$ cat src/verilog/bridge_macros.svh
`ifndef BRIDGE_MACROS_SVH
`define BRIDGE_MACROS_SVH

// host line framing
`define BRIDGE_FRAME_BITS 16        // cmd byte + data byte, start bit not counted
`define BRIDGE_REPLY_BITS 18        // start + 16 data + stop

// memory side
`define BRIDGE_NUM_CHANNELS 2
`define BRIDGE_ADDR_BITS 24
`define BRIDGE_DATA_BITS 16

// command groups (high nibble)
`define BRIDGE_GRP_REG 4'h1         // staging register loads
`define BRIDGE_GRP_CH0 4'hA         // channel 0 word access
`define BRIDGE_GRP_CH1 4'hB         // channel 1 word access

// channel ops (low nibble)
`define BRIDGE_OP_WRITE 4'h0
`define BRIDGE_OP_READ 4'h1

// staging register selects (low nibble)
`define BRIDGE_REG_DATA0 4'h0
`define BRIDGE_REG_DATA1 4'h1
`define BRIDGE_REG_ADDR0 4'h2
`define BRIDGE_REG_ADDR1 4'h3
`define BRIDGE_REG_ADDR2 4'h4

`endif

$ cat src/verilog/bridge_pkg.sv
`include "bridge_macros.svh"

package bridge_pkg;

  typedef struct packed {
    logic [3:0] grp;                      // command group
    logic [3:0] op;                       // op within group
  } cmd_fields_t;

  // command byte, whole or split into nibbles
  typedef union packed {
    logic [7:0]  raw;
    cmd_fields_t f;
  } cmd_u;

  typedef struct packed {
    logic                         start;  // one-cycle pulse
    logic                         write;
    logic [`BRIDGE_ADDR_BITS-1:0] addr;
    logic [`BRIDGE_DATA_BITS-1:0] wdata;
  } ch_cmd_t;

  typedef struct packed {
    logic                         done;   // one-cycle pulse
    logic                         read;   // completion was a read
    logic [`BRIDGE_DATA_BITS-1:0] rdata;
  } ch_done_t;

  typedef struct packed {
    logic                         req;    // level, held until ack
    logic                         write;
    logic [`BRIDGE_ADDR_BITS-1:0] addr;
    logic [`BRIDGE_DATA_BITS-1:0] wdata;
  } mem_req_t;

  typedef struct packed {
    logic                         ack;    // one-cycle pulse
    logic [`BRIDGE_DATA_BITS-1:0] rdata;
  } mem_rsp_t;

endpackage

$ cat src/verilog/serial_link.sv
`timescale 1ns/10ps
`include "bridge_macros.svh"

module serial_link (
  input  logic                         sys_clk,
  input  logic                         sys_rst_n,
  input  logic                         cy_a0_int0,
  input  logic                         cy_a3_wu2,
  output logic                         cy_a1_int1,
  output logic                         frame_valid,
  output bridge_pkg::cmd_u             frame_cmd,
  output logic [7:0]                   frame_data,
  input  logic                         frame_taken,
  input  logic                         reply_valid,
  input  logic [`BRIDGE_DATA_BITS-1:0] reply_data,
  output logic                         reply_taken
);

  logic [1:0]                   strb_sync;   // strobe synchronizer
  logic [1:0]                   din_sync;    // data line, same delay as strobe
  logic                         strb_last;
  logic                         strobe;      // one cycle per rising strobe
  logic                         rx_bit;

  logic                         rx_active;
  logic [4:0]                   rx_cnt;
  logic [`BRIDGE_FRAME_BITS-1:0] rx_shift;

  logic                         tx_active;
  logic [4:0]                   tx_cnt;
  logic [`BRIDGE_DATA_BITS-1:0] tx_shift;

  always_ff @(posedge sys_clk or negedge sys_rst_n) begin
    if (!sys_rst_n) begin
      strb_sync <= '0;
      din_sync  <= '0;
      strb_last <= 1'b0;
    end else begin
      strb_sync <= {strb_sync[0], cy_a3_wu2};
      din_sync  <= {din_sync[0], cy_a0_int0};
      strb_last <= strb_sync[1];
    end
  end

  assign strobe = strb_sync[1] & ~strb_last;
  assign rx_bit = din_sync[1];

  // receive: start bit of 1, then 16 bits LSB first
  always_ff @(posedge sys_clk or negedge sys_rst_n) begin
    if (!sys_rst_n) begin
      rx_active   <= 1'b0;
      rx_cnt      <= '0;
      frame_valid <= 1'b0;
    end else begin
      if (frame_taken) begin
        frame_valid <= 1'b0;
      end
      if (strobe) begin
        if (rx_active) begin
          rx_cnt <= rx_cnt + 5'd1;
          if (rx_cnt == 5'(`BRIDGE_FRAME_BITS - 1)) begin
            rx_active   <= 1'b0;
            frame_valid <= 1'b1;   // held until decoder takes it
          end
        end else if (rx_bit && !frame_valid) begin
          rx_active <= 1'b1;       // start bit, ignored while a frame waits
          rx_cnt    <= '0;
        end
      end
    end
  end

  always_ff @(posedge sys_clk) begin
    if (strobe && rx_active) begin
      rx_shift <= {rx_bit, rx_shift[`BRIDGE_FRAME_BITS-1:1]};   // first bit ends at bit 0
    end
  end

  assign frame_cmd  = rx_shift[7:0];
  assign frame_data = rx_shift[15:8];

  // transmit: 1, low byte, high byte, 0
  always_ff @(posedge sys_clk or negedge sys_rst_n) begin
    if (!sys_rst_n) begin
      tx_active   <= 1'b0;
      tx_cnt      <= '0;
      cy_a1_int1  <= 1'b0;
      reply_taken <= 1'b0;
    end else begin
      reply_taken <= 1'b0;
      if (strobe) begin
        if (tx_active) begin
          tx_cnt <= tx_cnt + 5'd1;
          if (tx_cnt == 5'(`BRIDGE_REPLY_BITS - 1)) begin
            cy_a1_int1  <= 1'b0;   // stop bit
            tx_active   <= 1'b0;
            reply_taken <= 1'b1;
          end else begin
            cy_a1_int1 <= tx_shift[0];
          end
        end else if (reply_valid) begin
          cy_a1_int1 <= 1'b1;      // start bit
          tx_active  <= 1'b1;
          tx_cnt     <= 5'd1;
        end
      end
    end
  end

  always_ff @(posedge sys_clk) begin
    if (strobe) begin
      if (!tx_active) begin
        tx_shift <= reply_data;    // loaded on the start-bit strobe
      end else begin
        tx_shift <= tx_shift >> 1;
      end
    end
  end

endmodule

$ cat src/verilog/cmd_decoder.sv
`timescale 1ns/10ps
`include "bridge_macros.svh"

module cmd_decoder (
  input  logic                sys_clk,
  input  logic                sys_rst_n,
  input  logic                frame_valid,
  input  bridge_pkg::cmd_u    frame_cmd,
  input  logic [7:0]          frame_data,
  output logic                frame_taken,
  output bridge_pkg::ch_cmd_t ch_cmd [0:`BRIDGE_NUM_CHANNELS-1],
  input  logic                cmd_done,
  output logic                busy
);

  logic [7:0]                      data0;
  logic [7:0]                      data1;
  logic [7:0]                      addr0;
  logic [7:0]                      addr1;
  logic [7:0]                      addr2;
  logic                            wait_ch;    // channel op outstanding
  logic [`BRIDGE_NUM_CHANNELS-1:0] ch_start;
  logic                            ch_write;
  logic [`BRIDGE_ADDR_BITS-1:0]    ch_addr;
  logic [`BRIDGE_DATA_BITS-1:0]    ch_wdata;
  logic                            known;
  logic                            is_ch;
  logic [3:0]                      ch_idx;

  assign frame_taken = frame_valid & ~busy;

  // whole-byte check, anything else is a no-op
  always_comb begin
    case (frame_cmd.raw)
      {`BRIDGE_GRP_REG, `BRIDGE_REG_DATA0},
      {`BRIDGE_GRP_REG, `BRIDGE_REG_DATA1},
      {`BRIDGE_GRP_REG, `BRIDGE_REG_ADDR0},
      {`BRIDGE_GRP_REG, `BRIDGE_REG_ADDR1},
      {`BRIDGE_GRP_REG, `BRIDGE_REG_ADDR2},
      {`BRIDGE_GRP_CH0, `BRIDGE_OP_WRITE},
      {`BRIDGE_GRP_CH0, `BRIDGE_OP_READ},
      {`BRIDGE_GRP_CH1, `BRIDGE_OP_WRITE},
      {`BRIDGE_GRP_CH1, `BRIDGE_OP_READ}: known = 1'b1;
      default:                            known = 1'b0;
    endcase
  end

  assign is_ch  = known && (frame_cmd.f.grp != `BRIDGE_GRP_REG);
  assign ch_idx = frame_cmd.f.grp - `BRIDGE_GRP_CH0;   // 0xA -> 0, 0xB -> 1

  always_ff @(posedge sys_clk or negedge sys_rst_n) begin
    if (!sys_rst_n) begin
      busy     <= 1'b0;
      wait_ch  <= 1'b0;
      ch_start <= '0;
      data0    <= '0;
      data1    <= '0;
      addr0    <= '0;
      addr1    <= '0;
      addr2    <= '0;
    end else begin
      ch_start <= '0;
      if (frame_taken) begin
        busy <= 1'b1;
        if (is_ch) begin
          wait_ch <= 1'b1;
          for (int i = 0; i < `BRIDGE_NUM_CHANNELS; i++) begin
            ch_start[i] <= (ch_idx == 4'(i));   // addressed channel only
          end
        end else if (known) begin
          case (frame_cmd.f.op)
            `BRIDGE_REG_DATA0: data0 <= frame_data;
            `BRIDGE_REG_DATA1: data1 <= frame_data;
            `BRIDGE_REG_ADDR0: addr0 <= frame_data;
            `BRIDGE_REG_ADDR1: addr1 <= frame_data;
            `BRIDGE_REG_ADDR2: addr2 <= frame_data;
            default: ;
          endcase
        end
      end else if (busy && (!wait_ch || cmd_done)) begin
        busy    <= 1'b0;    // loads and no-ops drop after one cycle
        wait_ch <= 1'b0;
      end
    end
  end

  always_ff @(posedge sys_clk) begin
    if (frame_taken && is_ch) begin
      ch_write <= (frame_cmd.f.op == `BRIDGE_OP_WRITE);
      ch_addr  <= {addr2, addr1, addr0};
      ch_wdata <= {data1, data0};
    end
  end

  always_comb begin
    for (int i = 0; i < `BRIDGE_NUM_CHANNELS; i++) begin
      ch_cmd[i].start = ch_start[i];
      ch_cmd[i].write = ch_write;
      ch_cmd[i].addr  = ch_addr;
      ch_cmd[i].wdata = ch_wdata;
    end
  end

endmodule

$ cat src/verilog/mem_channel.sv
`timescale 1ns/10ps
`include "bridge_macros.svh"

module mem_channel (
  input  logic                 sys_clk,
  input  logic                 sys_rst_n,
  input  bridge_pkg::ch_cmd_t  ch_cmd,
  output bridge_pkg::mem_req_t mem_req,
  input  bridge_pkg::mem_rsp_t mem_rsp,
  output bridge_pkg::ch_done_t ch_done
);

  logic                         req_q;
  logic                         done_q;
  logic                         write_q;
  logic [`BRIDGE_ADDR_BITS-1:0] addr_q;
  logic [`BRIDGE_DATA_BITS-1:0] wdata_q;
  logic [`BRIDGE_DATA_BITS-1:0] rdata_q;
  logic                         ack_seen;

  assign ack_seen = req_q & mem_rsp.ack;   // ack only counts while requesting

  always_ff @(posedge sys_clk or negedge sys_rst_n) begin
    if (!sys_rst_n) begin
      req_q  <= 1'b0;
      done_q <= 1'b0;
    end else begin
      done_q <= 1'b0;
      if (ack_seen) begin
        req_q  <= 1'b0;
        done_q <= 1'b1;      // same cycle req drops
      end else if (ch_cmd.start && !req_q) begin
        req_q <= 1'b1;
      end
    end
  end

  // request fields stay put while req is high
  always_ff @(posedge sys_clk) begin
    if (ch_cmd.start && !req_q) begin
      write_q <= ch_cmd.write;
      addr_q  <= ch_cmd.addr;
      wdata_q <= ch_cmd.wdata;
    end
    if (ack_seen) begin
      rdata_q <= mem_rsp.rdata;
    end
  end

  assign mem_req.req   = req_q;
  assign mem_req.write = write_q;
  assign mem_req.addr  = addr_q;
  assign mem_req.wdata = wdata_q;

  assign ch_done.done  = done_q;
  assign ch_done.read  = ~write_q;
  assign ch_done.rdata = rdata_q;

endmodule

$ cat src/verilog/reply_collector.sv
`timescale 1ns/10ps
`include "bridge_macros.svh"

module reply_collector (
  input  logic                         sys_clk,
  input  logic                         sys_rst_n,
  input  bridge_pkg::ch_done_t         ch_done [0:`BRIDGE_NUM_CHANNELS-1],
  output logic                         cmd_done,
  output logic                         reply_valid,
  output logic [`BRIDGE_DATA_BITS-1:0] reply_data,
  input  logic                         reply_taken
);

  logic                         any_read;
  logic [`BRIDGE_DATA_BITS-1:0] read_word;

  // merge completions, highest channel wins on a read
  always_comb begin
    cmd_done  = 1'b0;
    any_read  = 1'b0;
    read_word = '0;
    for (int i = 0; i < `BRIDGE_NUM_CHANNELS; i++) begin
      if (ch_done[i].done) begin
        cmd_done = 1'b1;
        if (ch_done[i].read) begin
          any_read  = 1'b1;
          read_word = ch_done[i].rdata;
        end
      end
    end
  end

  always_ff @(posedge sys_clk or negedge sys_rst_n) begin
    if (!sys_rst_n) begin
      reply_valid <= 1'b0;
    end else if (any_read) begin
      reply_valid <= 1'b1;
    end else if (reply_taken) begin
      reply_valid <= 1'b0;   // frame fully sent
    end
  end

  always_ff @(posedge sys_clk) begin
    if (any_read) begin
      reply_data <= read_word;
    end
  end

endmodule

$ cat src/verilog/usb_bridge_top.sv
`timescale 1ns/10ps
`include "bridge_macros.svh"

module usb_bridge_top (
  input  logic                 sys_clk,
  input  logic                 sys_rst_n,
  input  logic                 cy_a0_int0,
  input  logic                 cy_a3_wu2,
  output logic                 cy_a1_int1,
  output bridge_pkg::mem_req_t mem_req [0:`BRIDGE_NUM_CHANNELS-1],
  input  bridge_pkg::mem_rsp_t mem_rsp [0:`BRIDGE_NUM_CHANNELS-1],
  output logic                 busy
);

  logic                         frame_valid;
  bridge_pkg::cmd_u             frame_cmd;
  logic [7:0]                   frame_data;
  logic                         frame_taken;
  logic                         reply_valid;
  logic [`BRIDGE_DATA_BITS-1:0] reply_data;
  logic                         reply_taken;
  logic                         cmd_done;
  bridge_pkg::ch_cmd_t          ch_cmd  [0:`BRIDGE_NUM_CHANNELS-1];
  bridge_pkg::ch_done_t         ch_done [0:`BRIDGE_NUM_CHANNELS-1];

  serial_link u_serial_link (
    .sys_clk     (sys_clk),
    .sys_rst_n   (sys_rst_n),
    .cy_a0_int0  (cy_a0_int0),
    .cy_a3_wu2   (cy_a3_wu2),
    .cy_a1_int1  (cy_a1_int1),
    .frame_valid (frame_valid),
    .frame_cmd   (frame_cmd),
    .frame_data  (frame_data),
    .frame_taken (frame_taken),
    .reply_valid (reply_valid),
    .reply_data  (reply_data),
    .reply_taken (reply_taken)
  );

  cmd_decoder u_cmd_decoder (
    .sys_clk     (sys_clk),
    .sys_rst_n   (sys_rst_n),
    .frame_valid (frame_valid),
    .frame_cmd   (frame_cmd),
    .frame_data  (frame_data),
    .frame_taken (frame_taken),
    .ch_cmd      (ch_cmd),
    .cmd_done    (cmd_done),
    .busy        (busy)
  );

  // one sequencer per memory port
  for (genvar i = 0; i < `BRIDGE_NUM_CHANNELS; i++) begin : g_channel
    mem_channel u_mem_channel (
      .sys_clk   (sys_clk),
      .sys_rst_n (sys_rst_n),
      .ch_cmd    (ch_cmd[i]),
      .mem_req   (mem_req[i]),
      .mem_rsp   (mem_rsp[i]),
      .ch_done   (ch_done[i])
    );
  end

  reply_collector u_reply_collector (
    .sys_clk     (sys_clk),
    .sys_rst_n   (sys_rst_n),
    .ch_done     (ch_done),
    .cmd_done    (cmd_done),
    .reply_valid (reply_valid),
    .reply_data  (reply_data),
    .reply_taken (reply_taken)
  );

endmodule

$ cat config.mk
export PLATFORM = sky130hd
export DESIGN_NAME = usb_bridge_top
export DESIGN_NICKNAME = d
export VERILOG_FILES = /design/src/verilog/bridge_pkg.sv /design/src/verilog/serial_link.sv /design/src/verilog/cmd_decoder.sv /design/src/verilog/mem_channel.sv /design/src/verilog/reply_collector.sv /design/src/verilog/usb_bridge_top.sv
export VERILOG_INCLUDE_DIRS = /design/src /design/src/verilog
export SDC_FILE = /design/constraint.sdc
export NUM_CORES = 1
export LEC_CHECK = 0
export ABC_AREA = 1
export CELL_PAD_IN_SITES_DETAIL_PLACEMENT = 0
export CELL_PAD_IN_SITES_GLOBAL_PLACEMENT = 1
export CORE_MARGIN = 4
export CORE_UTILIZATION = 52
export CTS_CLUSTER_SIZE = 12
export DETAILED_ROUTE_END_ITERATION = 10
export DONT_BUFFER_PORTS = 1
export PLACE_DENSITY_LB_ADDON = 0.25
export SLEW_MARGIN = 5
export SYNTH_ARGS = -nofsm -noshare
export SYNTH_HDL_FRONTEND = slang
export SYNTH_SLANG_ARGS = --single-unit
export TNS_END_PERCENT = 5
$ cat constraint.sdc
create_clock -name sys_clk -period 3.7 [get_ports sys_clk]
set_input_delay 0.37 -clock sys_clk [delete_from_list [all_inputs] [get_ports sys_clk]]
set_output_delay 0.37 -clock sys_clk [all_outputs]
set_load 0.005 [all_outputs]
# Yosys cells after proc, flatten, opt, wreduce, memory -nomap -nowiden
# Cells that the tools add are included.
# op_classes
bitwise,7
eq_ne,18
addsub,3
n_reduce_logical,29
mux,46
# ops
op,n
$mux 16,4
$eq 8x5->1 const B,5
$mux 1,35
$eq 8x8->1 const B,4
$mux 5,4
$reduce_and 4->1,5
$mux 15,1
$reduce_bool 2->1,6
$add 5x1->5 const B,2
$reduce_or 9->1,1
$eq 4x1->1 const B,2
$eq 4x2->1 const B,2
$logic_not 4->1,2
$logic_and 1x1->1,7
$reduce_and 2->1,3
$eq 5x4->1 const B,1
$eq 5x5->1 const B,1
$and 1x1->1,4
$eq 4x3->1 const B,1
$logic_not 1->1,4
$mux 2,2
$ne 4x1->1 const B,1
$sub 4x4->4 const B,1
$not 1->1,3
other kinds (2),2
# word_totals
regBits,272
elab_cells,141
input_bits,38
output_inout_bits,86

# Longest topological paths before layout
# depth
word_depth,6
mapped_depth,10
mapped_depth_nobuf,10

# By module
# From an unflattened synthesis, not the netlist that was laid out.
# hier_totals
cells_unflattened,703
area_unflattened_um2,10119.7
# modules_own_cells
module,n_inst,seq_area_each_um2,cells_per_inst,area_per_inst_um2
mem_channel,2,1761.7,71,1823.0
cmd_decoder,1,2332.2,306,3641.0
serial_link,1,1461.4,178,2050.7
reply_collector,1,505.5,77,782.0

# Worst setup path before layout
# Ideal clock, no wire load.
# synth_path
kind,reg-to-reg
start,register g_channel[0].u_mem_channel.req_q
end,register g_channel[0].u_mem_channel.addr_q[0] (enable)
setup_ns,0.440
path_stages_with_launch,2
t_arrival_ns,2.139
n_path_buf,0
path_slack_ns,1.121
cell_sequence,dfrtp_1 > nor2_1
# synth_via
elab_chain_len,2
# synth_lines
item,line_no,rtl
start: declaration,mem_channel.sv:13,logic req_q;
start signal: assignment,mem_channel.sv:25,req_q <= 1'b0;
start signal: assignment,mem_channel.sv:30,req_q <= 1'b0;
start signal: assignment,mem_channel.sv:33,req_q <= 1'b1;
$logic_not 1->1,mem_channel.sv:40,if (ch_cmd.start && !req_q) begin
$logic_and 1x1->1,mem_channel.sv:40,
end signal: assignment,mem_channel.sv:42,addr_q <= ch_cmd.addr;
end: declaration,mem_channel.sv:16,logic [`BRIDGE_ADDR_BITS-1:0] addr_q;
# No other way between the ends.
# A chain may end at the register's enable or synchronous reset.

# Worst setup path in the final report
# layout_path
start,register g_channel[1].u_mem_channel.write_q
end,register u_reply_collector.reply_data[2] (enable)
# layout_via
elab_chain_len,2
# layout_lines
item,line_no,rtl
start: declaration,mem_channel.sv:15,logic write_q;
start signal: assignment,mem_channel.sv:41,write_q <= ch_cmd.write;
$mux 1,reply_collector.sv:25,if (ch_done[i].read) begin
$mux 1,reply_collector.sv:23,if (ch_done[i].done) begin
via u_reply_collector.any_read,reply_collector.sv:14,logic any_read;
end signal: assignment,reply_collector.sv:45,reply_data <= read_word;
end: declaration,reply_collector.sv:10,"output logic [`BRIDGE_DATA_BITS-1:0] reply_data,"
# The timed path passes the listed nets, and every way through them passes these cells.

==> results.toml <==
[grt]
antenna_found_initial = 0
grt_pass1_wl_um = 27500
grt_pass1_vias = 5126
grt_max_degree = 70
grt_usage_pct = 16.5
overflow = 0

[worst_setup_path]
startpoint_type = "flop"
crit_buf_inv = 1
critPathSlowestCell = "nand2_1"
path_delay_family = "simple AND/OR/NAND/NOR gates"
path_cells = "clkinv_1 -> nand2_1 -> nand2_1"
r2r_slack_ns = 1.37
crit_fanout = 18
r2r-start = "g_channel[1].u_mem_channel.write_q"
worstPathRequired_ns = 3.82
worstSetupEndpointType = "flop"
r2r-end = "u_reply_collector.reply_data[2]"
cp_common_cell = "nand2_1"
cp.arrival_ns = 2.45
max_stage_delay_ns = 0.58
crit_cells = 3
worstSetupPathType = "reg2reg"
reg2regPathDepth = 3

[yosys]
synth_area_mm2 = 0.00968
yosysTopAreaCellShare_pct = 63.0
seq_area_frac_synth_pct = 80.8
synth_fa_ha_area_share_pct = 0.646
syn_avg_cell_area_um2 = 14.6
synth.area.mux_share_pct = 0
post-synth-top-area-cell = "edfxtp_1"
synthSimpleGateAreaFrac_pct = 14.8
synth-compound-area-share_pct = 0.970
post-synth-top-count-cell = "edfxtp_1"
syn_nets = 705
yosysWarnings = 0
synth_top_family_by_area = "simple AND/OR/NAND/NOR gates"
synth_common_cells = "203 x edfxtp_1, 180 x nand2_1, 69 x dfrtp_1, 43 x nand4_1, 39 x nand3_1"
synth-main-ff-cell = "edfxtp_1"
ys_ff_latch = 272
synth_edf_count = 203
ys_types = 32
synth_xor_area_share_pct = 0.0905
synthArstFlopShare_pct = 25.4
syn_inst = 662
synthTopCellsByArea = "edfxtp_1 63%, dfrtp_1 18%, nand2_1 7.0%"

[detailed_routing]
routed_wl_um = 16800
drcViolationCount = 0
wl_per_cell_um = 17.4
initialDrtViolationCount = 378
dr.pass1.iters = 4
routed_via_density = 5.28
ant_nets = 0
via_count = 5091

[status]
outcome = "completed"

[die]
core_mm2 = 0.0181
rows = 49
die_area_mm2 = 0.0209
io-pin-count = 124
chipWidth_um = 144
start_util_pct = 53.3
die_height_um = 144

[timing]
drv_slew = 0
worst_pin_slew_ns = 1.21
hold_slack_ns = 0.357
finalSetupViolations = 0
finalClockSkew_ns = 0.0125
hold_viol_final = 0
period_needed_ns = 2.34
finalCritPeriodShare_pct = 63.1
fin_setup_tns_ns = 0
rsz0062_at_grt = "false"
max_slew_margin_pct = 19.1
fmax_ghz = 0.428

[cts]
numCtsBuffers = 28
cts_setup_buffers = 0
clock-sinks = 272
cts_tree = "yes"
ctsHoldBuffers = 36
cts_root_buf = "clkbuf_16"
cts-htree-levels = 1
clk_latency_ns = 0.52
clk_pin_slew_ns = 0.06
cts_buffer_depth = 3
cts_resized = 0

[pwr]
leakagePower_nw = 4.32
worst_ir_drop_vdd_mv = 0.416
power_density_mw_per_mm2 = 556
total_power_mw = 6.20

[min_path]
min_from = "mem_rsp[16]"
holdPathStages = 2
hold_end = "g_channel[1].u_mem_channel.done_q"
min_path_type = "in2reg"

[cells_and_area]
area_growth_pct = 15.2
nets = 757
layout.cells.non_filler = 964
n_fill_cell = 1325
drive_gt1_share_pct = 9.80
num_antenna_cells = 0

[placed_design]
dp.cells = 876
port_buffers = 0
globalplace.congestion = 0.791
place_hpwl_um = 10100

[job]
drv_cap = 0
sequential cells by signal, indices dropped and copies added (netlist names), 16 cells and up:
| register | flops |
|---|---|
| g_channel.u_mem_channel.wdata_q | 32 |
| u_cmd_decoder.ch_addr | 24 |
| g_channel.u_mem_channel.addr_q | 48 |
| u_cmd_decoder.ch_wdata | 16 |
| u_serial_link.tx_shift | 16 |
| u_reply_collector.reply_data | 16 |
| u_serial_link.rx_shift | 16 |
| g_channel.u_mem_channel.rdata_q | 32 |
worst reg2reg max path, cell delays in order (launching register included):
cell and delay [ns]:
edfxtp_1 0.42, clkinv_1 0.40, nand2_1 0.58, nand2_1 0.53
layer usage:
metal | routed length (um) | global-route usage [%] | vias up
met5 | 0 | 0 | -
li1 | - | - | 2451
met2 | 7950 | 26.6 | 165
met3 | 902 | 3.37 | 31
met1 | 7630 | 23.5 | 2444
met4 | 301 | 4.03 | 0
stage by stage:
step / setup slack (ns) / utilization, % / area (um^2)
finish: 1.37 / 61.4 / 11100
global route: 1.10 / 61.4 / 11100
CTS: 1.41 / 61.3 / 11100
detailed placement: 1.43 / 54.5 / 9890
global placement: 1.54 / 54.5 / 9890
floorplan: 1.12 / - / 9680
cell usage in the layout (no fill, tap or decap), types with 6 or more instances in the layout:
| cell | n |
|---|---|
| edfxtp_1 | 203 |
| nand2_1 | 180 |
| dfrtp_1 | 69 |
| nand4_1 | 43 |
| nand3_1 | 39 |
| dlygate4sd3_1 | 35 |
| clkbuf_16 | 29 |
| inv_1 | 26 |
| nor2_1 | 20 |
| clkbuf_1 | 15 |
| inv_2 | 9 |
| o21ai_0 | 8 |
| nor2_2 | 6 |
| nor3_1 | 6 |
layout make-up:
type / count / area, um^2 / share of cell area [%]
clock buffers: 48 / 837 / 7.51
clock inverters: 3 / 18.8 / 0.168
inverters: 37 / 139 / 1.25
multi-input cells: 333 / 1610 / 14.4
flip-flops and latches: 272 / 7820 / 70.2
well taps: 229 / 287 / 2.57
repair buffers: 42 / 435 / 3.91
how the worst max path moves through the flow:
stage,from,to
floorplan,g_channel[0].u_mem_channel.req_q,g_channel[0].u_mem_channel.addr_q[0]
global placement,u_cmd_decoder.busy,u_cmd_decoder.ch_wdata[6]
detailed placement,u_serial_link.strb_last,u_serial_link.rx_cnt[0]
CTS,u_serial_link.strb_last,u_serial_link.rx_cnt[0]
global route,g_channel[1].u_mem_channel.write_q,u_reply_collector.reply_data[8]
finish,g_channel[1].u_mem_channel.write_q,u_reply_collector.reply_data[2]
cell families (layout without fill, tap and decap cells):
family                   count (synthesis)  in the layout
AND/OR/NAND/NOR                        310            310
flip-flops                             272            272
buffers and inverters                   57            130
AO/OA/AOI/OAI                           17             17
adder cells (fa/ha/maj)                  5              5
XOR/XNOR                                 1              1
power breakdown:
group / internal, mW / switching, mW / leakage (nW)
Clock: 1.53 / 1.05 / 0.416
Combinational: 0.0812 / 0.126 / 1.20
Sequential: 3.35 / 0.0673 / 2.71
Total: 4.95 / 1.24 / 4.32
Power figures use the tool's default switching activity.
